**src/spi_defs.svh**
```systemverilog
//----------------------------------------
// spi master shared macros
// register map, slave count and widths
//----------------------------------------
`ifndef SPI_DEFS_SVH
`define SPI_DEFS_SVH

// chip select lines and their index width
`define SPI_NUM_SLAVES 4
`define SPI_CS_W 2

// axi4-lite address and data widths
`define SPI_AXIL_AW 8
`define SPI_DATA_W 32

// half-period divider field
`define SPI_DIV_W 8

// bit counts up to 32 need six bits
`define SPI_LEN_W 6

// byte addresses of the register map
`define SPI_REG_CTRL 8'h00
`define SPI_REG_DIV 8'h04
`define SPI_REG_TX 8'h08
`define SPI_REG_RX 8'h0C
`define SPI_REG_STATUS 8'h10

// axi response codes
`define SPI_RESP_OKAY 2'b00
`define SPI_RESP_SLVERR 2'b10

`endif

```
**src/spi_pkg.sv**
```systemverilog
//----------------------------------------
// spi master types
// config, axi4-lite channels, engine status
//----------------------------------------
`include "spi_defs.svh"

package spi_pkg;

  // transfer setup, first field is the msb
  typedef struct packed {
    logic                   cpol;
    logic                   cpha;
    logic [`SPI_CS_W-1:0]   cs_sel;
    // 0 is 8 bits, 1 is 16, 2 and 3 are 32
    logic [1:0]             len_code;
    // half-period in system clocks minus one
    logic [`SPI_DIV_W-1:0]  div;
  } spi_cfg_t;

  // everything the host side drives
  typedef struct packed {
    logic                     awvalid;
    logic [`SPI_AXIL_AW-1:0]  awaddr;
    logic                     wvalid;
    logic [`SPI_DATA_W-1:0]   wdata;
    logic [`SPI_DATA_W/8-1:0] wstrb;
    logic                     bready;
    logic                     arvalid;
    logic [`SPI_AXIL_AW-1:0]  araddr;
    logic                     rready;
  } axil_req_t;

  // everything the register file drives back
  typedef struct packed {
    logic                   awready;
    logic                   wready;
    logic                   bvalid;
    logic [1:0]             bresp;
    logic                   arready;
    logic                   rvalid;
    logic [`SPI_DATA_W-1:0] rdata;
    logic [1:0]             rresp;
  } axil_rsp_t;

  // engine state seen by the register file
  typedef struct packed {
    logic                   busy;
    logic                   done_pulse;
    logic [`SPI_DATA_W-1:0] rx_word;
  } spi_eng_stat_t;

  // transfer length in bits
  function automatic logic [`SPI_LEN_W-1:0] len_bits(input logic [1:0] len_code);
    case (len_code)
      2'd0: len_bits = `SPI_LEN_W'(8);
      2'd1: len_bits = `SPI_LEN_W'(16);
      // reserved code falls back to a full word
      default: len_bits = `SPI_LEN_W'(32);
    endcase
  endfunction

endpackage

```
**src/spi_axil_regs.sv**
```systemverilog
//----------------------------------------
// spi master register file
// axi4-lite slave for ctrl, div, tx, rx
// and status, starts one transfer per tx
//----------------------------------------
`timescale 1ns/10ps
`include "spi_defs.svh"

module spi_axil_regs (
  input  logic                     sclk,
  input  logic                     reset,
  input  spi_pkg::axil_req_t       axil_req,
  output spi_pkg::axil_rsp_t       axil_rsp,
  output spi_pkg::spi_cfg_t        cfg,
  output logic [`SPI_DATA_W-1:0]   tx_word,
  output logic                     start,
  input  spi_pkg::spi_eng_stat_t   stat
);

  spi_pkg::spi_cfg_t      cfg_q;
  logic [`SPI_DATA_W-1:0] tx_q;
  logic [`SPI_DATA_W-1:0] rx_q;
  logic [`SPI_DATA_W-1:0] rx_mask;
  logic [`SPI_DATA_W-1:0] rd_data;
  logic [`SPI_DATA_W-1:0] rdata_q;
  logic [1:0]             bresp_q;
  logic [1:0]             rresp_q;
  logic                   bvalid_q;
  logic                   rvalid_q;
  logic                   start_q;
  logic                   done_q;
  logic                   busy_any;
  logic                   wr_go;
  logic                   rd_go;
  logic                   wr_ctrl;
  logic                   wr_div;
  logic                   wr_tx;
  logic                   wr_err;
  logic                   rd_err;

  //----------------------------------------
  // handshake decode
  //----------------------------------------
  // start_q covers the cycle before busy rises
  assign busy_any = stat.busy || start_q;
  // aw and w taken together, blocked by a pending b
  assign wr_go = axil_req.awvalid && axil_req.wvalid && !bvalid_q;
  assign rd_go = axil_req.arvalid && !rvalid_q;

  assign wr_ctrl = (axil_req.awaddr == `SPI_REG_CTRL);
  assign wr_div  = (axil_req.awaddr == `SPI_REG_DIV);
  assign wr_tx   = (axil_req.awaddr == `SPI_REG_TX);
  // unmapped address or tx while a transfer runs
  assign wr_err  = !(wr_ctrl || wr_div || wr_tx) || (wr_tx && busy_any);

  // keeps only the bits of the configured length
  assign rx_mask = {`SPI_DATA_W{1'b1}} >>
                   (`SPI_LEN_W'(`SPI_DATA_W) - spi_pkg::len_bits(cfg_q.len_code));

  // read mux
  always_comb begin
    rd_data = '0;
    rd_err  = 1'b0;
    case (axil_req.araddr)
      // ctrl layout is cpol, cpha, len_code, cs_sel from bit 0 up
      `SPI_REG_CTRL: rd_data = {26'd0, cfg_q.cs_sel, cfg_q.len_code, cfg_q.cpha, cfg_q.cpol};
      `SPI_REG_DIV: rd_data = {{(`SPI_DATA_W-`SPI_DIV_W){1'b0}}, cfg_q.div};
      `SPI_REG_TX: rd_data = tx_q;
      `SPI_REG_RX: rd_data = rx_q;
      `SPI_REG_STATUS: rd_data = {30'd0, done_q, stat.busy};
      default: rd_err = 1'b1;
    endcase
  end

  //----------------------------------------
  // control state
  //----------------------------------------
  always_ff @(posedge sclk) begin
    if (reset) begin
      bvalid_q <= 1'b0;
      rvalid_q <= 1'b0;
      start_q  <= 1'b0;
      done_q   <= 1'b0;
      cfg_q    <= '0;
    end else begin
      // one cycle pulse per accepted tx write
      start_q <= wr_go && wr_tx && !wr_err;
      if (wr_go) begin
        bvalid_q <= 1'b1;
      end else if (axil_req.bready) begin
        bvalid_q <= 1'b0;
      end
      if (rd_go) begin
        rvalid_q <= 1'b1;
      end else if (axil_req.rready) begin
        rvalid_q <= 1'b0;
      end
      // only byte 0 carries ctrl and div fields
      if (wr_go && wr_ctrl && axil_req.wstrb[0]) begin
        cfg_q.cpol     <= axil_req.wdata[0];
        cfg_q.cpha     <= axil_req.wdata[1];
        cfg_q.len_code <= axil_req.wdata[3:2];
        cfg_q.cs_sel   <= axil_req.wdata[5:4];
      end
      if (wr_go && wr_div && axil_req.wstrb[0]) begin
        cfg_q.div <= axil_req.wdata[`SPI_DIV_W-1:0];
      end
      // sticky done, a new completion wins over the clearing read
      if (stat.done_pulse) begin
        done_q <= 1'b1;
      end else if (rd_go && axil_req.araddr == `SPI_REG_RX) begin
        done_q <= 1'b0;
      end
    end
  end

  //----------------------------------------
  // payload
  //----------------------------------------
  always_ff @(posedge sclk) begin
    if (wr_go) begin
      bresp_q <= wr_err ? `SPI_RESP_SLVERR : `SPI_RESP_OKAY;
    end
    if (rd_go) begin
      rdata_q <= rd_data;
      rresp_q <= rd_err ? `SPI_RESP_SLVERR : `SPI_RESP_OKAY;
    end
    if (stat.done_pulse) begin
      rx_q <= stat.rx_word & rx_mask;
    end
    // byte lanes of tx follow wstrb
    if (wr_go && wr_tx && !wr_err) begin
      for (int b = 0; b < `SPI_DATA_W/8; b++) begin
        if (axil_req.wstrb[b]) begin
          tx_q[8*b +: 8] <= axil_req.wdata[8*b +: 8];
        end
      end
    end
  end

  assign axil_rsp = '{awready: wr_go, wready: wr_go, bvalid: bvalid_q, bresp: bresp_q,
                      arready: !rvalid_q, rvalid: rvalid_q, rdata: rdata_q,
                      rresp: rresp_q};
  assign cfg     = cfg_q;
  assign tx_word = tx_q;
  assign start   = start_q;

  // stalled responses keep valid and payload until taken
  b_hold: assert property (@(posedge sclk) disable iff (reset)
    axil_rsp.bvalid && !axil_req.bready |=> axil_rsp.bvalid && $stable(axil_rsp.bresp));
  r_hold: assert property (@(posedge sclk) disable iff (reset)
    axil_rsp.rvalid && !axil_req.rready |=>
      axil_rsp.rvalid && $stable(axil_rsp.rdata) && $stable(axil_rsp.rresp));

endmodule

```
**src/spi_clock_gen.sv**
```systemverilog
//----------------------------------------
// spi clock generator
// half-period divider with edge strobes
//----------------------------------------
`timescale 1ns/10ps
`include "spi_defs.svh"

module spi_clock_gen (
  input  logic              sclk,
  input  logic              reset,
  input  logic              run,
  input  spi_pkg::spi_cfg_t cfg,
  output logic              lead_edge,
  output logic              trail_edge,
  output logic              sclk_level
);

  // system clocks left in the current half-period
  logic [`SPI_DIV_W-1:0] half_cnt;
  // set between a leading and a trailing edge
  logic                  phase;
  // last cycle of a half-period
  logic                  tick;

  //----------------------------------------
  // strobes
  //----------------------------------------
  assign tick = run && (half_cnt == '0);

  // leading edge leaves the idle level
  assign lead_edge = tick && !phase;

  // trailing edge returns to it
  assign trail_edge = tick && phase;

  // idle level is cpol and inverts in the active phase
  assign sclk_level = cfg.cpol ^ (run && phase);

  //----------------------------------------
  // divider
  //----------------------------------------
  always_ff @(posedge sclk) begin
    if (reset) begin
      half_cnt <= '0;
      phase    <= 1'b0;
    end else if (!run) begin
      // preload so the first edge comes a full half-period after run
      half_cnt <= cfg.div;
      phase    <= 1'b0;
    end else if (tick) begin
      half_cnt <= cfg.div;
      phase    <= ~phase;
    end else begin
      half_cnt <= half_cnt - 1'b1;
    end
  end

endmodule

```
**src/spi_shift_engine.sv**
```systemverilog
//----------------------------------------
// spi shift engine
// chip select sequencing, mosi shifting,
// miso sampling and bit counting
//----------------------------------------
`timescale 1ns/10ps
`include "spi_defs.svh"

module spi_shift_engine (
  input  logic                        sclk,
  input  logic                        reset,
  input  spi_pkg::spi_cfg_t           cfg,
  input  logic [`SPI_DATA_W-1:0]      tx_word,
  input  logic                        start,
  output spi_pkg::spi_eng_stat_t      stat,
  output logic                        run,
  input  logic                        lead_edge,
  input  logic                        trail_edge,
  input  logic                        sclk_level,
  output logic                        sclk_out,
  output logic [`SPI_NUM_SLAVES-1:0]  cs_n,
  output logic                        mosi,
  input  logic                        miso
);

  typedef enum logic [1:0] {ST_IDLE, ST_SETUP, ST_SHIFT, ST_HOLD} eng_state_t;

  eng_state_t                 state;
  logic [`SPI_DATA_W-1:0]     tx_sh;
  logic [`SPI_DATA_W-1:0]     rx_sh;
  logic [`SPI_LEN_W-1:0]      nbits;
  // completed spi clock cycles
  logic [`SPI_LEN_W-1:0]      cyc_cnt;
  logic [`SPI_NUM_SLAVES-1:0] cs_mask;
  logic                       active;
  logic                       sample_edge;
  logic                       shift_edge;
  logic                       shift_en;
  logic                       last_trail;
  logic                       done_q;

  //----------------------------------------
  // edge selection
  //----------------------------------------
  assign nbits       = spi_pkg::len_bits(cfg.len_code);
  assign active      = (state == ST_SETUP) || (state == ST_SHIFT);
  // cpha 0 samples leading, cpha 1 samples trailing
  assign sample_edge = cfg.cpha ? trail_edge : lead_edge;
  assign shift_edge  = cfg.cpha ? lead_edge : trail_edge;
  // first bit is already on mosi, so cpha 1 skips its first leading edge
  assign shift_en    = active && shift_edge && !(cfg.cpha && cyc_cnt == '0);
  assign last_trail  = trail_edge && (cyc_cnt == nbits - 1'b1);
  // low bit at the selected slave
  assign cs_mask     = ~(`SPI_NUM_SLAVES'(1) << cfg.cs_sel);

  //----------------------------------------
  // fsm and chip select
  //----------------------------------------
  always_ff @(posedge sclk) begin
    if (reset) begin
      state   <= ST_IDLE;
      cs_n    <= '1;
      cyc_cnt <= '0;
      done_q  <= 1'b0;
    end else begin
      done_q <= 1'b0;
      case (state)
        ST_IDLE: begin
          if (start) begin
            state   <= ST_SETUP;
            cs_n    <= cs_mask;
            cyc_cnt <= '0;
          end
        end
        // cs low, waiting out the first half-period
        ST_SETUP: if (lead_edge) state <= ST_SHIFT;
        ST_SHIFT: if (last_trail) state <= ST_HOLD;
        // one more half-period before releasing cs
        ST_HOLD: begin
          if (lead_edge) begin
            state  <= ST_IDLE;
            cs_n   <= '1;
            done_q <= 1'b1;
          end
        end
        default: state <= ST_IDLE;
      endcase
      if (active && trail_edge) begin
        cyc_cnt <= cyc_cnt + 1'b1;
      end
    end
  end

  //----------------------------------------
  // shift registers
  //----------------------------------------
  always_ff @(posedge sclk) begin
    if (state == ST_IDLE && start) begin
      // left-aligned so mosi always comes from the msb
      tx_sh <= tx_word << (`SPI_LEN_W'(`SPI_DATA_W) - nbits);
      rx_sh <= '0;
    end else begin
      if (shift_en) begin
        tx_sh <= {tx_sh[`SPI_DATA_W-2:0], 1'b0};
      end
      // miso enters at the lsb, right-aligned after nbits samples
      if (active && sample_edge) begin
        rx_sh <= {rx_sh[`SPI_DATA_W-2:0], miso};
      end
    end
  end

  assign run      = (state != ST_IDLE);
  assign sclk_out = sclk_level;
  assign mosi     = tx_sh[`SPI_DATA_W-1];
  assign stat     = '{busy: run, done_pulse: done_q, rx_word: rx_sh};

  // protocol checks on the pins
  cs_one_low: assert property (@(posedge sclk) disable iff (reset)
    $onehot0(~cs_n) && ((&cs_n) || stat.busy));
  cs_idle_pol: assert property (@(posedge sclk) disable iff (reset)
    (&cs_n) |-> (sclk_out == cfg.cpol));
  mosi_at_sample: assert property (@(posedge sclk) disable iff (reset)
    (active && sample_edge) |=> $stable(mosi));

endmodule

```
**src/spi_master_top.sv**
```systemverilog
//----------------------------------------
// spi master top level
// axi4-lite registers driving one spi lane
//----------------------------------------
`timescale 1ns/10ps
`include "spi_defs.svh"

module spi_master_top (
  input  logic                       sclk,
  input  logic                       reset,
  input  spi_pkg::axil_req_t         axil_req,
  output spi_pkg::axil_rsp_t         axil_rsp,
  output logic                       sclk_out,
  output logic [`SPI_NUM_SLAVES-1:0] cs_n,
  output logic                       mosi,
  input  logic                       miso
);

  // register file to engine
  spi_pkg::spi_cfg_t      cfg;
  logic [`SPI_DATA_W-1:0] tx_word;
  logic                   start;
  spi_pkg::spi_eng_stat_t stat;

  // engine to clock generator and back
  logic                   run;
  logic                   lead_edge;
  logic                   trail_edge;
  logic                   sclk_level;

  spi_axil_regs regs_i (
    .sclk     (sclk),
    .reset    (reset),
    .axil_req (axil_req),
    .axil_rsp (axil_rsp),
    .cfg      (cfg),
    .tx_word  (tx_word),
    .start    (start),
    .stat     (stat)
  );

  spi_clock_gen clk_gen_i (
    .sclk       (sclk),
    .reset      (reset),
    .run        (run),
    .cfg        (cfg),
    .lead_edge  (lead_edge),
    .trail_edge (trail_edge),
    .sclk_level (sclk_level)
  );

  spi_shift_engine engine_i (
    .sclk       (sclk),
    .reset      (reset),
    .cfg        (cfg),
    .tx_word    (tx_word),
    .start      (start),
    .stat       (stat),
    .run        (run),
    .lead_edge  (lead_edge),
    .trail_edge (trail_edge),
    .sclk_level (sclk_level),
    .sclk_out   (sclk_out),
    .cs_n       (cs_n),
    .mosi       (mosi),
    .miso       (miso)
  );

endmodule

```
**config.mk**
```make
export PLATFORM = sky130hd
export DESIGN_NAME = spi_master_top
export DESIGN_NICKNAME = d
export VERILOG_FILES = /design/src/spi_pkg.sv /design/src/spi_axil_regs.sv /design/src/spi_clock_gen.sv /design/src/spi_shift_engine.sv /design/src/spi_master_top.sv
export VERILOG_INCLUDE_DIRS = /design/src /design/src/src
export SDC_FILE = /design/constraint.sdc
export NUM_CORES = 1
export LEC_CHECK = 0
export BUFFER_PORTS_ARGS = -buffer_cell sky130_fd_sc_hd__buf_2
export CORE_ASPECT_RATIO = 1.4
export CORE_UTILIZATION = 50
export CTS_CLUSTER_DIAMETER = 120
export DETAILED_ROUTE_END_ITERATION = 8
export HOLD_SLACK_MARGIN = 0.06
export PLACE_DENSITY = 0.74
export SYNTH_ARGS = -nofsm -noshare
export SYNTH_HDL_FRONTEND = slang
export SYNTH_SLANG_ARGS = --single-unit
```
**constraint.sdc**
```tcl
create_clock -name sclk -period 6.2 [get_ports sclk]
set_clock_uncertainty 0.15 [all_clocks]
set_input_delay 1.86 -clock sclk [delete_from_list [all_inputs] [get_ports sclk]]
set_output_delay 1.86 -clock sclk [all_outputs]
set_load 0.01 [all_outputs]
```
==> impl_metrics.json <==
{
  "port_buffers": 104,
  "netlist.top_cell.by_area": "edfxtp_1",
  "clockBufferDepth": 3,
  "post-cts-setup-buffer-count": 0,
  "ys_async_rst_share_pct": 0,
  "avgViaCountPerCell": 5.66,
  "grt_setup_unrepaired": "false",
  "critPathRequiredTime_ns": 4.19,
  "power_density_relative_to_cell_area_mw_per_mm2": 278,
  "setup_viol_count_final": 0,
  "dr_total_vias": 5914,
  "clock_power_share_pct": 43.2,
  "r2r_slack_ns": 2.87,
  "comb_power_share_pct": 4.8,
  "layout_worst_path_cycle_share_pct": 71.4,
  "final.min_clock_period_ns": 4.42,
  "die_w_um": 114,
  "dp_hpwl_mm": 14.4,
  "finalWorstSetupSlack_ns": 1.78,
  "ys_seq_area_share_pct": 60.6,
  "root_buffer": "clkbuf_16",
  "worst_slew_pin_slew_ns": 1.21,
  "place.gp.congestion": 0.882,
  "cts_buffers": 21,
  "detailedPlace.worstSlack_ns": 1.78,
  "worst_setup_ep_type": "output port",
  "part_of_the_power_in_registers_pct": 52.0,
  "fp.coreArea_sq_mm": 0.0173,
  "synth.cell_area_sq_mm": 0.00882,
  "first_global_vias": 6010,
  "flow.area_growth_from_synthesis_pct": 14.8,
  "layout.nets": 862,
  "placedCellCount": 1007,
  "synth_largest_type_area_fraction_pct": 44.3,
  "timing.setup.tns_ns": 0,
  "worstPathCellList": "buf_2, and3b_1, buf_2",
  "synth_enable_flop_cells": 130,
  "intPower_mw": 2.22,
  "highest_count_cells_in_the_layout_ignoring_fill_and_taps": "edfxtp_1, buf_2, mux2i_1",
  "drc": 0,
  "drt.antenna.violating_nets": 0,
  "layout_commonest_cell": "edfxtp_1",
  "synthTopCellsByArea": "edfxtp_1, dfxtp_1, mux2i_1, a22o_2, nor2_1",
  "post-layout-total-power_mw": 2.82,
  "cts_tree": "done",
  "p_sw_share_pct": 21.1,
  "grt_util_all_layers_pct": 22.8,
  "status": "complete, no violations",
  "route.final.wire_length_mm": 20.2,
  "h-tree-depth": 1,
  "worstReg2RegEnd": "engine_i.tx_sh[19]",
  "grt.overflow.total": 0,
  "hold_path.class": "reg2reg",
  "max_stage_delay_ns": 0.30,
  "avgRoutedWirePerCell_um": 19.3,
  "antenna_found_initial": 0,
  "synth.ff_latch_count": 202,
  "worst_skew_pair.late_latency_ns": 0.49,
  "cts_num_sinks": 202,
  "cts-hold-fix-buffers": 0,
  "netlist_instances": 710,
  "final-hold-violation-count": 0,
  "synth-warning-count": 0,
  "vdd_drop_max_v": 0.000206,
  "min_delay_worst_endpoint": "regs_i.cfg[1]",
  "firstDrtPassIters": 5,
  "clk_pin_slew_worst_paths_ns": 0.05,
  "die_height_um": 159,
  "post_layout_nonfiller_instances": 1044,
  "hold-path-cell-count": 2,
  "std_cell_rows": 57,
  "critPathSlowestCell": "and3b_1",
  "postSynth.topFlopCell": "edfxtp_1",
  "switching_power_mw": 0.593,
  "timing.rr.start": "regs_i.cfg[9]",
  "fillerInstances": 1384,
  "cts_resized": 0,
  "category_of_the_worst_setup_path_launch_point": "input port",
  "layout_cell_share_with_drive_strength_beyond_1_pct": 22.0,
  "diodes": 0,
  "critical_path_peak_fanout": 7,
  "final-max-slew-violation-count": 0,
  "post_synth_num_cell_types": 56,
  "total_leakage_power_nw": 4.32,
  "fin_util_pct": 58.4,
  "dieArea_sq_mm": 0.0182,
  "max_clock_freq_mhz": 226,
  "floorplan.initialDensity_pct": 50.9,
  "grt_pass1_wl_mm": 32.2,
  "worstHoldStart": "regs_i.cfg[1]",
  "postSynthAreaPerCell_sq_um": 12.4,
  "worstSetupPathType": "in2out",
  "crit_arrival_ns": 2.41,
  "reg2reg_depth": 7,
  "drt_iter0_markers": 495,
  "grt_start_max_net_pins": 48,
  "path_common_cell": "buf_2",
  "slew_headroom_pct": 19.3,
  "max_cap_viol_count": 0,
  "floorplan.io_pins": 107
}
## layout make-up
class                           instances  area (sq um)  share of cell area, %
Clock buffer                           28           562                   5.55
Clock inverter                          9          93.8                  0.927
Inverter                               18          67.6                  0.667
Multi-Input combinational cell        441          3190                   31.5
Sequential cell                       202          5350                   52.8
Tap cell                              236           295                   2.92
Timing Repair Buffer                  110           566                   5.59
## how the worst max path moves through the flow
stage	startpoint	to	slack [ns]	depth (start not counted)
finish	axil_req[56]	axil_rsp[40]	1.78	3
global route	axil_req[56]	axil_rsp[40]	1.72	3
CTS	axil_req[56]	axil_rsp[40]	1.77	3
detailed placement	axil_req[56]	axil_rsp[40]	1.78	3
global placement	axil_req[56]	axil_rsp[39]	1.83	3
floorplan	axil_req[56]	axil_rsp[39]	1.84	3
## state kept, by name, summed over array words and instances (netlist names), 2 cells and up
signal	flops
regs_i.rdata_q	32
clk_gen_i.half_cnt	8
engine_i.state	2
regs_i.rx_q	32
regs_i.cfg	14
engine_i.tx_sh	32
engine_i.cyc_cnt	6
regs_i.tx_word	32
engine_i.cs_n	4
engine_i.rx_sh	32
## power by group through the flow
stage / Sequential [mW] / Combinational (mW) / Clock, mW
floorplan: 1.49 / 0.0810 / 0
global placement: 1.49 / 0.130 / 0
detailed placement: 1.49 / 0.135 / 0
CTS: 1.46 / 0.136 / 1.23
global route: 1.46 / 0.150 / 1.29
finish: 1.46 / 0.136 / 1.22
## Yosys cell counts, drive strengths merged (4+ instances only)
cell type,instances
o31ai,11
dfxtp,72
buf,19
nand4,7
and3,4
nor4,5
mux2i,79
nor3,10
a211oi,12
nor2b,12
nor2,57
a21oi,10
mux4,4
and2,33
ha,8
edfxtp,130
o22ai,11
a22o,40
inv,18
nand3,20
xor2,6
xnor2,5
nand2b,24
nand2,43
clkbuf,31
## layer usage
metal	routed length [um]	global-route usage [%]	share of wire, %
met1	7700	27.8	38
met4	612	8.62	3.0
met3	1200	3.58	5.9
met2	10700	40.2	53
met5	0	0	0
## worst max-delay path: cells and delay by family
kind                   cells  cell delay [ns]
buffers and inverters      2             0.26
AND/OR/NAND/NOR            1             0.30
## cells by family after synthesis
logic type	after synthesis	synth area share [%]
AO/OA/AOI/OAI	102	9.22
XOR/XNOR	12	1.35
adder cells (fa/ha/maj)	8	1.13
buffers and inverters	68	3.46
flip-flops	202	60.6
multiplexers	85	10.2
other	1	0.0425
AND/OR/NAND/NOR	232	14.0
## per-stage QoR
stage | area, sq um | hold WS, ns
floorplan | 8820 | 0.305
global placement | 9470 | 0.318
detailed placement | 9470 | 0.338
CTS | 10100 | 0.345
global route | 10100 | 0.373
finish | 10100 | 0.342
No activity file was read; power rests on OpenSTA's default activity.
